===== config.mk =====
export PLATFORM = sky130hd
export DESIGN_NAME = u712Top
export DESIGN_NICKNAME = d
export VERILOG_FILES = /design/src/u712Pkg.sv /design/src/regCycle.sv /design/src/chipRam.sv /design/src/byteEnable.sv /design/src/busControl.sv /design/src/u712Top.sv
export VERILOG_INCLUDE_DIRS = /design/src
export SDC_FILE = /design/constraint.sdc
export NUM_CORES = 1
export LEC_CHECK = 0
export ABC_AREA = 0
export ABC_CLOCK_PERIOD_IN_PS = 2100
export BUFFER_PORTS_ARGS = -buffer_cell sky130_fd_sc_hd__buf_2
export CAP_MARGIN = 15
export CORE_AREA = 3 3 77 79
export DETAILED_ROUTE_END_ITERATION = 12
export DIE_AREA = 0 0 80 82
export HOLD_SLACK_MARGIN = 0.06
export PLACE_DENSITY = 0.78
export REMOVE_ABC_BUFFERS = 1
export SKIP_LAST_GASP = 1
export SLEW_MARGIN = 5
export SYNTH_ARGS = -nofsm -noshare
export SYNTH_HDL_FRONTEND = slang
export SYNTH_SLANG_ARGS = --single-unit

===== constraint.sdc =====
create_clock -name clk80 -period 2.1 [get_ports clk80]
set_input_delay 0.63 -clock clk80 [delete_from_list [all_inputs] [get_ports clk80]]
set_output_delay 0.63 -clock clk80 [all_outputs]
set_load 0.02 [all_outputs]

===== src/u712Config.svh =====
// U712 bridge timing constants and chip RAM address field positions
`ifndef U712_CONFIG_SVH
`define U712_CONFIG_SVH

////////////////////
// Register cycle
////////////////////

// Clocks that AS/UDS/LDS stay asserted toward Agnus
`define REG_STROBE_CYCLES 8

////////////////////
// Chip RAM timing
////////////////////

// RAS fall to CAS fall, in clk80 cycles
`define RAS_TO_CAS 2
// CAS low time before both strobes rise
`define CAS_CYCLES 3

// Row, column and bank bits inside the local bus address
`define ROW_MSB  19
`define ROW_LSB  9
`define COL_MSB  8
`define COL_LSB  1
`define BANK_BIT 20

`endif


===== src/u712Pkg.sv =====
// U712 shared bus types for the local bus, Agnus side and chip RAM pins
`default_nettype none

package u712Pkg;

    // 68040 style local bus request, held by the master until tackN
    typedef struct packed {
        logic        tsN;
        logic        rnw;
        logic [1:0]  siz;
        logic [20:0] addr;
        logic        regSpaceN;
        logic        ramSpaceN;
    } cpuBusT;

    // Agnus DMA strobes, row/column address and chipset phase
    typedef struct packed {
        logic       dbrN;
        logic       ras0N;
        logic       ras1N;
        logic       casLN;
        logic       casUN;
        logic       aweN;
        logic [9:0] dra;
        logic       c1;
    } dmaBusT;

    // Chip RAM pins
    typedef struct packed {
        logic        rasN;
        logic        casN;
        logic        weN;
        logic        bank1;
        logic        bank0;
        logic        clkEn;
        logic        crcsN;
        logic        ramEnN;
        logic [10:0] cma;
    } ramCmdT;

    // 68000 style strobes toward Agnus registers
    typedef struct packed {
        logic asN;
        logic udsN;
        logic ldsN;
        logic regEnN;
    } regStrobeT;

    // Data buffer enables and directions, no spare bits
    typedef struct packed {
        logic dbDir;
        logic vbEnN;
        logic drdEnN;
        logic drdDir;
        logic dbEnN;
    } bufCtrlT;

    // Byte lanes, upper lane first, all active low
    typedef struct packed {
        logic cuubeN;
        logic cumbeN;
        logic clmbeN;
        logic cllbeN;
    } byteEnT;

endpackage

`default_nettype wire


===== src/regCycle.sv =====
// Agnus register cycle sequencer making 68000 strobes aligned to the c1 phase
`timescale 1ns/10ps
`default_nettype none
`include "u712Config.svh"

module regCycle import u712Pkg::*; (
    input  logic      clk80,
    input  logic      rstN,
    input  cpuBusT    cpu,
    input  logic      c1,
    output regStrobeT strobe,
    output logic      regTack,
    output logic      regActive
);

    typedef enum logic [1:0] {
        IDLE,
        PHASE,
        STROBE
    } stateT;

    // Last clock with strobes low
    localparam logic [3:0] STROBE_LAST = 4'(`REG_STROBE_CYCLES - 1);
    // Two clocks of tail so tackN and the tsN release pass before idle
    localparam logic [3:0] CYCLE_LAST  = 4'(`REG_STROBE_CYCLES + 1);

    stateT      state;
    logic [3:0] holdCnt;
    logic       c1Q;
    logic       c1Rise;
    logic       byteAcc;

    ////////////////////
    // Phase detect
    ////////////////////

    // c1 low last clock, high now
    assign c1Rise    = ~c1Q & c1;
    // 68040 size 01 is a byte
    assign byteAcc   = (cpu.siz == 2'b01);
    assign regActive = (state != IDLE);

    ////////////////////
    // Sequencer
    ////////////////////

    always_ff @(posedge clk80) begin
        if (!rstN) begin
            state   <= IDLE;
            holdCnt <= '0;
            c1Q     <= 1'b0;
            strobe  <= '1;
            regTack <= 1'b0;
        end else begin
            c1Q     <= c1;
            regTack <= 1'b0;
            case (state)
                IDLE: begin
                    if (!cpu.tsN && !cpu.regSpaceN) begin
                        state <= PHASE;
                    end
                end
                PHASE: begin
                    // Strobes start on the edge after c1 rises
                    if (c1Rise) begin
                        state         <= STROBE;
                        holdCnt       <= '0;
                        strobe.asN    <= 1'b0;
                        strobe.regEnN <= 1'b0;
                        // Even byte on the upper lane, odd byte on the lower
                        strobe.udsN   <= byteAcc & cpu.addr[0];
                        strobe.ldsN   <= byteAcc & ~cpu.addr[0];
                    end
                end
                STROBE: begin
                    holdCnt <= holdCnt + 4'd1;
                    if (holdCnt == STROBE_LAST) begin
                        strobe  <= '1;
                        regTack <= 1'b1;
                    end
                    if (holdCnt == CYCLE_LAST) begin
                        state <= IDLE;
                    end
                end
                default: state <= IDLE;
            endcase
        end
    end

endmodule

`default_nettype wire


===== src/chipRam.sv =====
// Chip RAM controller running CPU RAS/CAS cycles and forwarding Agnus DMA
`timescale 1ns/10ps
`default_nettype none
`include "u712Config.svh"

module chipRam import u712Pkg::*; (
    input  logic   clk80,
    input  logic   rstN,
    input  cpuBusT cpu,
    input  dmaBusT dma,
    output ramCmdT ram,
    output logic   cpuTack,
    output logic   cpuCycle,
    output logic   dmaCycle
);

    typedef enum logic {
        IDLE,
        CPU_RUN
    } stateT;

    // Sequence points, counted from the start clock
    localparam logic [3:0] RAS_START = 4'd0;
    localparam logic [3:0] CAS_START = 4'(`RAS_TO_CAS);
    localparam logic [3:0] CAS_END   = 4'(`RAS_TO_CAS + `CAS_CYCLES);
    // Tail covers tackN and the tsN release
    localparam logic [3:0] CYCLE_END = 4'(`RAS_TO_CAS + `CAS_CYCLES + 2);

    // All strobes high, clock off, chip deselected
    localparam ramCmdT RAM_IDLE = '{
        rasN:   1'b1,
        casN:   1'b1,
        weN:    1'b1,
        bank1:  1'b0,
        bank0:  1'b0,
        clkEn:  1'b0,
        crcsN:  1'b1,
        ramEnN: 1'b1,
        cma:    11'd0
    };

    stateT      state;
    logic [3:0] seqCnt;
    logic       cpuReq;

    ////////////////////
    // Arbitration
    ////////////////////

    // CPU only gets the RAM while Agnus holds dbrN high
    assign cpuReq   = ~cpu.tsN & ~cpu.ramSpaceN & dma.dbrN;
    assign cpuCycle = (state == CPU_RUN);
    assign dmaCycle = (state == IDLE) & ~dma.dbrN;

    always_ff @(posedge clk80) begin
        if (!rstN) begin
            state   <= IDLE;
            seqCnt  <= '0;
            cpuTack <= 1'b0;
            ram     <= RAM_IDLE;
        end else begin
            cpuTack <= 1'b0;
            case (state)
                IDLE: begin
                    if (cpuReq) begin
                        state      <= CPU_RUN;
                        seqCnt     <= '0;
                        ram        <= RAM_IDLE;
                        ram.clkEn  <= 1'b1;
                        ram.crcsN  <= 1'b0;
                        ram.ramEnN <= 1'b0;
                    end else if (!dma.dbrN) begin
                        // Agnus owns the RAM, pins follow one clock late
                        ram.rasN   <= dma.ras0N & dma.ras1N;
                        ram.bank0  <= ~dma.ras0N;
                        ram.bank1  <= ~dma.ras1N;
                        ram.casN   <= dma.casLN & dma.casUN;
                        ram.weN    <= dma.aweN;
                        ram.cma    <= {1'b0, dma.dra};
                        ram.clkEn  <= 1'b1;
                        ram.crcsN  <= 1'b0;
                        ram.ramEnN <= 1'b1;
                    end else begin
                        ram <= RAM_IDLE;
                    end
                end
                CPU_RUN: begin
                    seqCnt <= seqCnt + 4'd1;
                    // Row phase
                    if (seqCnt == RAS_START) begin
                        ram.rasN  <= 1'b0;
                        ram.cma   <= cpu.addr[`ROW_MSB:`ROW_LSB];
                        ram.bank1 <= cpu.addr[`BANK_BIT];
                        ram.bank0 <= ~cpu.addr[`BANK_BIT];
                    end
                    // Column phase, column zero extended
                    if (seqCnt == CAS_START) begin
                        ram.casN <= 1'b0;
                        ram.cma  <= 11'(cpu.addr[`COL_MSB:`COL_LSB]);
                        ram.weN  <= cpu.rnw;
                    end
                    // Both strobes up together with the ack
                    if (seqCnt == CAS_END) begin
                        ram.rasN <= 1'b1;
                        ram.casN <= 1'b1;
                        ram.weN  <= 1'b1;
                        cpuTack  <= 1'b1;
                    end
                    if (seqCnt == CYCLE_END) begin
                        state <= IDLE;
                        ram   <= RAM_IDLE;
                    end
                end
                default: state <= IDLE;
            endcase
        end
    end

endmodule

`default_nettype wire


===== src/byteEnable.sv =====
// Byte lane enable decode from CPU size and address or from Agnus CAS strobes
`timescale 1ns/10ps
`default_nettype none

module byteEnable import u712Pkg::*; (
    input  cpuBusT cpu,
    input  dmaBusT dma,
    input  logic   cpuCycle,
    input  logic   dmaCycle,
    output byteEnT be
);

    always_comb begin
        be = '1;
        if (cpuCycle) begin
            case (cpu.siz)
                // Byte, lane 0 is the upper lane
                2'b01: begin
                    case (cpu.addr[1:0])
                        2'd0:    be.cuubeN = 1'b0;
                        2'd1:    be.cumbeN = 1'b0;
                        2'd2:    be.clmbeN = 1'b0;
                        default: be.cllbeN = 1'b0;
                    endcase
                end
                // Word, upper or lower pair
                2'b10: begin
                    if (!cpu.addr[1]) begin
                        be.cuubeN = 1'b0;
                        be.cumbeN = 1'b0;
                    end else begin
                        be.clmbeN = 1'b0;
                        be.cllbeN = 1'b0;
                    end
                end
                // Long and line
                default: be = '0;
            endcase
        end else if (dmaCycle) begin
            // Agnus is a 16 bit master, each CAS covers a lane pair
            be.cuubeN = dma.casUN;
            be.cumbeN = dma.casUN;
            be.clmbeN = dma.casLN;
            be.cllbeN = dma.casLN;
        end
    end

endmodule

`default_nettype wire


===== src/busControl.sv =====
// Data buffer control and merged registered transfer acknowledge
`timescale 1ns/10ps
`default_nettype none

module busControl import u712Pkg::*; (
    input  logic    clk80,
    input  logic    rstN,
    input  logic    rnw,
    input  logic    regActive,
    input  logic    cpuCycle,
    input  logic    dmaCycle,
    input  logic    regTack,
    input  logic    cpuTack,
    output bufCtrlT bufCtrl,
    output logic    tackN
);

    ////////////////////
    // Buffers
    ////////////////////

    always_comb begin
        // Chip data bus open for any RAM access
        bufCtrl.dbEnN  = ~(cpuCycle | dmaCycle);
        // Local bus side only for CPU RAM cycles
        bufCtrl.vbEnN  = ~cpuCycle;
        // Register data path
        bufCtrl.drdEnN = ~regActive;
        // Direction turns around while Agnus drives
        bufCtrl.dbDir  = dmaCycle ? ~rnw : rnw;
        bufCtrl.drdDir = rnw;
    end

    ////////////////////
    // Termination
    ////////////////////

    // One clock low, the clock after either done pulse
    always_ff @(posedge clk80) begin
        if (!rstN) begin
            tackN <= 1'b1;
        end else begin
            tackN <= ~(regTack | cpuTack);
        end
    end

endmodule

`default_nettype wire


===== src/u712Top.sv =====
// U712 chip RAM and chipset register bridge top level
`timescale 1ns/10ps
`default_nettype none

module u712Top import u712Pkg::*; (
    input  logic      clk80,
    input  logic      rstN,
    input  cpuBusT    cpu,
    input  dmaBusT    dma,
    output ramCmdT    ram,
    output regStrobeT strobe,
    output bufCtrlT   bufCtrl,
    output byteEnT    be,
    output logic      tackN
);

    logic regTack;
    logic regActive;
    logic cpuTack;
    logic cpuCycle;
    logic dmaCycle;

    ////////////////////
    // Register cycle
    ////////////////////

    regCycle uRegCycle (
        .clk80     (clk80),
        .rstN      (rstN),
        .cpu       (cpu),
        .c1        (dma.c1),
        .strobe    (strobe),
        .regTack   (regTack),
        .regActive (regActive)
    );

    ////////////////////
    // Chip RAM
    ////////////////////

    chipRam uChipRam (
        .clk80    (clk80),
        .rstN     (rstN),
        .cpu      (cpu),
        .dma      (dma),
        .ram      (ram),
        .cpuTack  (cpuTack),
        .cpuCycle (cpuCycle),
        .dmaCycle (dmaCycle)
    );

    // Lane decode
    byteEnable uByteEnable (
        .cpu      (cpu),
        .dma      (dma),
        .cpuCycle (cpuCycle),
        .dmaCycle (dmaCycle),
        .be       (be)
    );

    // Buffers and tackN
    busControl uBusControl (
        .clk80     (clk80),
        .rstN      (rstN),
        .rnw       (cpu.rnw),
        .regActive (regActive),
        .cpuCycle  (cpuCycle),
        .dmaCycle  (dmaCycle),
        .regTack   (regTack),
        .cpuTack   (cpuTack),
        .bufCtrl   (bufCtrl),
        .tackN     (tackN)
    );

endmodule

`default_nettype wire


==> flow_summary.yaml, run 1 <==
outcome:
  status: "finished, violations left"
  violations: "setup timing"
global_routing:
  grt.met1_usage: 0.225
  number_of_global_route_vias_before_repair: 1859
  global_route_wire_length_before_repair_mm: 8.91
  grt_start_max_net_pins: 25
  grt_antenna_before_repair: 0
  global_route.usage.met2: 0.285
  global_route.overflow_total: 0
  global_route.usage.total: 0.171
  met3_usage: 0.0439
  gr-max-usage-layer: "met2"
critical_path:
  worst-setup-path-type: "primary input to primary output"
  timing.reg2reg.setup_slack_ns: 0.23
  timing.critical_path.required_ns: 1.47
  timing.critical_path.from_type: "primary input"
  end_kind: "primary output"
  worst-endpoint-arrival_ns: 1.50
  r2r_cells: 7
  crit_path_max_fanout: 4
routing:
  postRouteAntennaNets: 0
  drcViolationCount: 0
  dr.pass1.iters: 4
  total_via_count_after_detailed_routing: 2073
  drt-total-wl_mm: 5.74
  avgViaCountPerCell: 5.23
  average_routed_wire_per_standard_cell_um: 14.5
  first_iter_violations: 116
sta:
  unrepaired_setup_endpoints_after_global_routing: "true"
  maxSlewViolCount: 0
  final_min_period_over_clock_period: 1.01
  final_setup_margin_ns: -0.0269
  max_freq_mhz: 470
  holdWs_ns: 0.425
  relSlewSlack: 0.662
  post-route-min-period_ns: 2.13
  worstMarginPinSlew_ns: 0.507
  final-hold-violation-count: 0
  setup_viol_count_final: 4
  timing.clock.skew_ns: 0.00986
pwr:
  internal_power_mw: 1.34
  cellPowerDensity_nw_per_um2: 724
  power_frac_clock: 0.269
  peakVddDrop_mv: 0.367
  power.share.combinational: 0.326
  cellLeakagePower_nw: 1.19
  p_switching_mw: 0.675
  power.switching_fraction: 0.335
  share_seq_of_total_power: 0.404
final_layout:
  area_growth_syn_to_layout_pct: 31.2
  drive_above_1_share: 0.367
  diodes: 0
  stdcell_count: 396
  final_nets: 382
  design_area_sq_um: 2780
synth:
  yosysMostFrequentCell: "dfxtp_1"
  synth_top_area_share: 0.350
  ys_ff_latch: 37
  synth-adder-area-share: 0.0768
  postSynthAreaPerCell_sq_um: 8.61
  synth_common_cells: "37 x dfxtp_1, 21 x a21oi_1, 19 x nor2_1"
  yosysWarnings: 0
  seq_area_frac_synth: 0.350
  yosys_most_used_dff: "dfxtp_1"
  synth_xor_xnor_area_share: 0.00827
  yosysUniqueCellTypes: 49
  async_reset_ff_frac: 0
  synthCells: 246
  main_combinational_cell_family_by_area_after_synthesis: "compound AO/OA/AOI/OAI gates"
  cells_taking_the_most_area_after_synthesis: "dfxtp_1 35%, ha_1 7.7%, a21oi_1 5.0%, o21ai_1 4.3%, nor2_1 3.4%"
  synth_edf_count: 0
  synth_area_sq_um: 2120
  muxShareOfSynthArea: 0.0567
  yosys.area_share.simple: 0.161
  synth-compound-area-share: 0.272
  yosys.area.top_type: "dfxtp_1"
clocking:
  clock_path_buffers: 2
  number_of_buffers_added_by_the_clock_tree_synthesis_step: 5
  clock-root-buffer: "clkbuf_8"
  cts.clk_slew.worst_paths_ns: 0.07
  post_cts.repair.setup_buffers: 0
  cts.sink_count: 37
  cts.htree.levels: 2
  worstSkewPairLatency_ns: 0.29
  cts-hold-fix-buffers: 0
  cts_tree: "yes"
die:
  die_height_um: 82
  rows: 27
  placeableCoreArea_sq_um: 5410
  boundaryPins: 79
  floorplan.die.width_um: 80
  start_util: 0.392
  floorplan.die_area_sq_um: 6560
hold_path:
  worst_hold_path_type: "flip-flop to flip-flop"
  instance_count_along_the_most_critical_hold_path: 1
placement:
  dp_cells: 388
  place.detailed.hpwl_mm: 4.12
  gp_congestion: 0.789
  portBuffers: 78
  dpl-instance-area_sq_um: 2570
job:
  max-cap-violations: 0
-- power by group through the flow --
stage	Clock, mW	Sequential (mW)	Combinational, mW
after floorplan	0	0.898	0.339
after global placement	0	0.828	0.605
after detailed placement	0	0.830	0.619
after CTS	0.558	0.815	0.644
after global routing	0.597	0.825	0.724
final	0.541	0.814	0.657
-- path summary, 6_finish.rpt --
path	start	to
setup / recovery	cpu[24]	be[0]
hold / removal	uRegCycle.regTack	uBusControl.tackN
hold reg to reg	uRegCycle.regTack	uBusControl.tackN
setup reg to reg	uChipRam.seqCnt[0]	uChipRam.ram[0]
-- final cells by class --
cell class                      count  area, sq um
Sequential cell                    37          741
Multi-Input combinational cell    178         1280
Fill cell                         525         2630
Clock buffer                        7         96.3
Timing Repair Buffer               88          515
Clock inverter                      1         5.00
Tap cell                           72         90.1
Inverter                           13         53.8
-- registers in the layout (all words and copies together) (netlist names), 2 cells and up --
signal	cells
uChipRam.ram	19
uChipRam.seqCnt	4
uRegCycle.holdCnt	4
uRegCycle.strobe	3
uRegCycle.state	2
-- critical path, stage by stage --
cell	delay, ns
buf_8	0.08
inv_4	0.04
ha_4	0.17
nor2b_2	0.17
o21ai_1	0.13
nand2_1	0.10
buf_6	0.17
-- per-layer routing --
metal  up-vias  routed length [um]
met5         -                   0
met3         4                 333
met1       974                2570
met2        65                2820
met4         0                  13
li1       1030                   -
-- cell usage in the layout, fill, tap and decap left out, types with 3 or more instances in the layout --
master / netlist / routed
ha_1: 13 / 11
nand3b_1: 3 / 3
clkbuf_8: 0 / 7
a211oi_1: 5 / 5
nor3_1: 3 / 3
buf_2: 6 / 72
dfxtp_1: 37 / 37
inv_1: 13 / 11
mux2_1: 6 / 6
nand3_1: 3 / 3
buf_4: 6 / 11
o21ai_0: 13 / 9
nand2_1: 13 / 13
o21ai_1: 18 / 21
nor2b_1: 6 / 4
o211ai_1: 3 / 3
a22oi_1: 7 / 7
nor2_1: 19 / 16
mux2i_1: 3 / 3
a31oi_1: 4 / 4
a21oi_1: 21 / 20
and2_1: 3 / 3
nand2b_1: 4 / 3
-- per-stage QoR --
stage	setup WS [ns]	setup TNS, ns	power [mW]	utilization
finish	-0.0269	-0.0719	2.01	0.514
CTS	0.00495	0	2.02	0.509
global route	-0.0836	-0.215	2.15	0.514
detailed placement	-0.122	-0.429	1.45	0.476
global placement	-0.0630	-0.227	1.43	0.476
floorplan	-0.136	-0.282	1.24	-
-- cell families after synthesis --
| logic type | after synthesis |
|---|---|
| compound gates | 88 |
| xor+xnor | 2 |
| fa+ha+maj | 13 |
| buf+inv | 31 |
| flops | 37 |
| mux | 11 |
| simple gates | 64 |
-- timing repair --
| item | in CTS | in global routing |
|---|---|---|
| gates resized for setup | 27 | 6 |
| setup endpoints to repair | 4 | 4 |
| pin swaps | 5 | 3 |
Power figures use the tool's default switching activity.
==> inputs of run 2 (changes only) <==
Settings changed: CORE_AREA 3 3 77 79 to 3 3 82 84, DIE_AREA 0 0 80 82 to 0 0 85 87, PLACE_DENSITY 0.78 to 0.71.
==> run 2 against run 1 <==
Clock-buffer cell count increased by 1. The run now ends clean. Core utilization decreased by 4.8 points. Worst hold slack got worse by 0.014 ns. Highest routed layer unchanged.
==> flow_summary.yaml, run 2 (synthesis results as in run 1) <==
outcome:
  status: "finished clean"
final_layout:
  final_common_cell: "buf_2"
  largest_register_ff_count: 19
  final_core_occ: 0.467
  final_nets: 386
  largestRegisters: "uChipRam.ram (19), uChipRam.seqCnt (4), uRegCycle.holdCnt (4)"
  stdcell_count: 403
  diodes: 0
  drive_above_1_share: 0.375
  final_cell_mix: "72 x buf_2, 36 x dfxtp_1, 20 x o21ai_1, 19 x a21oi_1, 16 x nor2_1"
  design_area_sq_um: 2800
  regMostFlops: "uChipRam.ram"
  area_growth_syn_to_layout_pct: 32.0
sta:
  maxSlewViolCount: 0
  final_min_period_over_clock_period: 0.991
  holdWs_ns: 0.410
  post-route-min-period_ns: 2.08
  timing.clock.skew_ns: 0.00862
  worstMarginPinSlew_ns: 0.509
  max_freq_mhz: 481
  relSlewSlack: 0.660
  unrepaired_setup_endpoints_after_global_routing: "true"
  setup_viol_count_final: 0
  final-hold-violation-count: 0
routing:
  drcViolationCount: 0
  postRouteAntennaNets: 0
  drt-total-wl_mm: 5.61
  first_iter_violations: 79
  total_via_count_after_detailed_routing: 2018
  avgViaCountPerCell: 5.01
  dr.pass1.iters: 4
  average_routed_wire_per_standard_cell_um: 13.9
die:
  placeableCoreArea_sq_um: 5990
  boundaryPins: 79
  floorplan.die_area_sq_um: 7400
  die_height_um: 87
  floorplan.die.width_um: 85
  start_util: 0.354
  rows: 28
global_routing:
  global_route.usage.total: 0.156
  global_route.overflow_total: 0
  number_of_global_route_vias_before_repair: 1983
  global_route_wire_length_before_repair_mm: 9.23
  grt_antenna_before_repair: 0
  grt_start_max_net_pins: 25
clocking:
  cts-hold-fix-buffers: 0
  clock_path_buffers: 2
  cts.sink_count: 37
  cts.htree.levels: 2
  cts.clk_slew.worst_paths_ns: 0.07
  cts_tree: "yes"
  clock-root-buffer: "clkbuf_8"
  worstSkewPairLatency_ns: 0.29
  number_of_buffers_added_by_the_clock_tree_synthesis_step: 5
pwr:
  internal_power_mw: 1.28
  share_seq_of_total_power: 0.417
  p_switching_mw: 0.677
  cellLeakagePower_nw: 1.19
  peakVddDrop_mv: 0.560
  power.share.combinational: 0.335
  cellPowerDensity_nw_per_um2: 700
  power_frac_clock: 0.248
  power.switching_fraction: 0.346
critical_path:
  end_kind: "primary output"
  cpPeakStageDelay_ns: 0.15
  ordered_cell_list_for_the_critical_path: "buf_8 -> inv_4 -> ha_4 -> nor2_4 -> nor2b_2 -> o21ai_1 -> nand2_1 -> buf_6"
  worst_path_max_delay_cell: "ha_4"
  worst-setup-path-type: "primary input to primary output"
  timing.reg2reg.setup_slack_ns: 0.29
  timing.critical_path.required_ns: 1.47
  worst-path-buf-inv: 3
  crit_path_max_fanout: 3
  timing.critical_path.from_type: "primary input"
  gate_family_responsible_for_the_most_delay_along_the_worst_path: "simple AND/OR/NAND/NOR gates"
  worst-endpoint-arrival_ns: 1.45
placement:
  portBuffers: 78
  place.detailed.hpwl_mm: 4.20
  gp_congestion: 0.782
  dp_cells: 393
  dpl-instance-area_sq_um: 2580
hold_path:
  worst_hold_path_type: "flip-flop to flip-flop"
job:
  max-cap-violations: 0
==> run 2: cell count changes in the layout (fill, tap and decap cells not counted), moves of 2 or more <==
cell,previous run,this run
buf_6,2,4
buf_4,11,14
clkbuf_1,0,3
clkbuf_8,7,5
==> run 2: final cells by class <==
class	count	area, sq um
inverter	13	53.8
fill	563	3190
multi-input combinational	178	1290
clock buffer	8	80.1
timing repair buffer	92	541
sequential	37	742
tap	75	93.8
==> run 2: worst paths after layout <==
path,startpoint,end,cells after the start
worst min register to register,uRegCycle.regTack,uBusControl.tackN,1
worst max-delay path,cpu[23],be[2],8
worst min-delay path,uRegCycle.regTack,uBusControl.tackN,1
worst max register to register,uChipRam.seqCnt[0],uChipRam.ram[1],7
==> run 2: per-layer routing <==
metal,share of wire,track usage
met1,0.46,0.196
met5,0,0
met4,0.020,0.0691
met2,0.48,0.263
met3,0.046,0.0274
==> run 2: metrics by stage <==
| stage | setup WS, ns | TNS (ns) | total power, mW |
|---|---|---|---|
| floorplan | -0.136 | -0.282 | 1.24 |
| finish | 0.0193 | 0 | 1.96 |
| detailed placement | -0.159 | -0.527 | 1.45 |
| CTS | -0.00244 | -0.00244 | 1.97 |
| global route | -0.0396 | -0.0481 | 2.08 |
| global placement | -0.0687 | -0.239 | 1.43 |
==> run 2: power groups by stage <==
| stage | logic [mW] | clock network, mW | registers [mW] |
|---|---|---|---|
| floorplan | 0.339 | 0 | 0.898 |
| global placement | 0.606 | 0 | 0.829 |
| detailed placement | 0.617 | 0 | 0.830 |
| CTS | 0.654 | 0.502 | 0.815 |
| global route | 0.721 | 0.536 | 0.826 |
| finish | 0.656 | 0.485 | 0.816 |
==> run 2: worst register-to-register path, delay by kind of cell (launching register included) <==
kind | cells | cell delay [ns]
adders and majority gates | 1 | 0.22
muxes | 1 | 0.34
buffers and inverters | 2 | 0.33
and+or+nand+nor | 1 | 0.21
AOI/OAI and AO/OA | 2 | 0.25
DFF | 1 | 0.37
==> run 2: what timing repair did <==
action,CTS,global route
buffers inserted,2,0
pin swaps,7,5
endpoints found under the setup margin,4,4
resized for setup,33,5
endpoints found under the hold margin,0,0
==> inputs of run 3 (changes only) <==
Settings changed: RECOVER_POWER from default to 25.
==> run 3 against run 2 <==
Maximum frequency did not move. Clock-buffer cell count stayed put. First-iteration DRC count shrank 5.1%. Highest routed layer unchanged. Critical path type unchanged. Global-route usage unchanged. Setup slack is the same. Sequential share of layout area is 0.20 points higher. Power decreased by 0.22%. Critical endpoint unchanged. Final area is 0.76% lower. Sequential cell count is the same.
==> flow_summary.yaml, run 3 (synthesis results as in run 1) <==
die:
  floorplan.die_area_sq_um: 7400
  rows: 28
  die_height_um: 87
  start_util: 0.354
  boundaryPins: 79
  placeableCoreArea_sq_um: 5990
  floorplan.die.width_um: 85
clocking:
  cts_tree: "yes"
  number_of_buffers_added_by_the_clock_tree_synthesis_step: 5
  worstSkewPairLatency_ns: 0.29
  cts.clk_slew.worst_paths_ns: 0.07
  clock-root-buffer: "clkbuf_8"
  cts.sink_count: 37
  cts.htree.levels: 2
  clock_path_buffers: 2
placement:
  placement.setup.worst_slack_ns: -0.159
  place.detailed.hpwl_mm: 4.20
  dpl-instance-area_sq_um: 2580
  dp_cells: 393
  gp_congestion: 0.782
  portBuffers: 78
final_layout:
  design_area_sq_um: 2780
  area_growth_syn_to_layout_pct: 31.0
  largest_register_ff_count: 19
  stdcell_count: 403
  final_nets: 386
  final_cell_mix: "64 x buf_2, 36 x dfxtp_1, 19 x o21ai_1, 19 x a21oi_1, 16 x nor2_1"
  regMostFlops: "uChipRam.ram"
  drive_above_1_share: 0.341
  diodes: 0
  largestRegisters: "uChipRam.ram (19), uChipRam.seqCnt (4), uRegCycle.holdCnt (4)"
  final_common_cell: "buf_2"
sta:
  max_freq_mhz: 481
  post-route-min-period_ns: 2.08
  maxSlewViolCount: 0
  timing.clock.skew_ns: 0.00876
  unrepaired_setup_endpoints_after_global_routing: "true"
  worstMarginPinSlew_ns: 0.976
  final-hold-violation-count: 0
  final_min_period_over_clock_period: 0.991
  finalSetupTns_ns: 0
  final_setup_margin_ns: 0.0193
  holdWs_ns: 0.412
  relSlewSlack: 0.349
  setup_viol_count_final: 0
critical_path:
  worst-path-buf-inv: 3
  ordered_cell_list_for_the_critical_path: "buf_8 -> inv_4 -> ha_4 -> nor2_4 -> nor2b_2 -> o21ai_1 -> nand2_1 -> buf_6"
  worst-setup-path-type: "primary input to primary output"
  timing.reg2reg.setup_slack_ns: 0.28
  worst-endpoint-arrival_ns: 1.45
  timing.critical_path.required_ns: 1.47
  crit_path_max_fanout: 3
  worst_path_max_delay_cell: "ha_4"
  end_kind: "primary output"
  timing.critical_path.from_type: "primary input"
  cpPeakStageDelay_ns: 0.15
  gate_family_responsible_for_the_most_delay_along_the_worst_path: "simple AND/OR/NAND/NOR gates"
pwr:
  cellLeakagePower_nw: 1.16
  power.switching_fraction: 0.347
  share_seq_of_total_power: 0.418
  internal_power_mw: 1.28
  power_frac_clock: 0.249
  cellPowerDensity_nw_per_um2: 704
  power.share.combinational: 0.333
  peakVddDrop_mv: 0.549
  p_switching_mw: 0.678
hold_path:
  worst_hold_path_type: "flip-flop to flip-flop"
global_routing:
  number_of_global_route_vias_before_repair: 1983
  global_route_wire_length_before_repair_mm: 9.23
  global_route.overflow_total: 0
  grt_start_max_net_pins: 25
  grt_antenna_before_repair: 0
  global_route.usage.total: 0.156
job:
  max-cap-violations: 0
routing:
  first_iter_violations: 75
  dr.pass1.iters: 4
  postRouteAntennaNets: 0
  highest_layer: "met4"
  routed-wl-met2_mm: 2.69
  detail_route.wirelength.met1_mm: 2.58
  drcViolationCount: 0
  avgViaCountPerCell: 4.99
  total_via_count_after_detailed_routing: 2010
  drt-total-wl_mm: 5.65
  average_routed_wire_per_standard_cell_um: 14.0
  routed-wl-met3_um: 284
outcome:
  status: "finished clean"
[run 3: cell types whose count changed in the layout (fill, tap and decap cells not counted)]
cell      previous run  this run
buf_2               72        64
or4b_1               0         1
buf_4               14        12
clkbuf_1             3        13
o21ai_0              9        10
or4b_4               1         0
o21ai_1             20        19
[run 3: final timing paths]
| kind | start | to | depth (start not counted) |
|---|---|---|---|
| setup / recovery | cpu[23] | be[2] | 8 |
| hold / removal | uRegCycle.regTack | uBusControl.tackN | 1 |
| setup reg to reg | uChipRam.seqCnt[0] | uChipRam.ram[1] | 7 |
| hold reg to reg | uRegCycle.regTack | uBusControl.tackN | 1 |
[run 3: what timing repair did]
| item | 4_1_cts | 5_1_grt |
|---|---|---|
| gates resized for setup | 33 | 5 |
| setup endpoints to repair | 4 | 4 |
| hold buffers | 0 | 0 |
| setup buffers | 2 | 0 |
| pin swaps | 7 | 5 |
[run 3: power by group through the flow]
stage                     registers, mW  logic [mW]  clock network (mW)
after floorplan                   0.898       0.339                   0
after global placement            0.829       0.606                   0
after detailed placement          0.830       0.617                   0
after CTS                         0.815       0.654               0.502
after global routing              0.826       0.714               0.536
final                             0.817       0.650               0.487
[run 3: cell type report]
cell class / count / area [sq um]
clock buffer: 8 / 80.1
tap: 75 / 93.8
inverter: 13 / 53.8
multi-input combinational: 178 / 1280
sequential: 37 / 742
fill: 575 / 3220
timing repair buffer: 92 / 523
[run 3: metrics by stage]
step | util | total power, mW
detailed placement | 0.431 | 1.45
CTS | 0.465 | 1.97
global route | 0.463 | 2.08
floorplan | - | 1.24
finish | 0.463 | 1.95
global placement | 0.431 | 1.43
[run 3: routing by layer]
layer / vias to the layer above / GRT usage
li1: 1035 / -
met1: 918 / 0.196
met2: 50 / 0.263
met3: 7 / 0.0274
met4: 0 / 0.0691
met5: - / 0
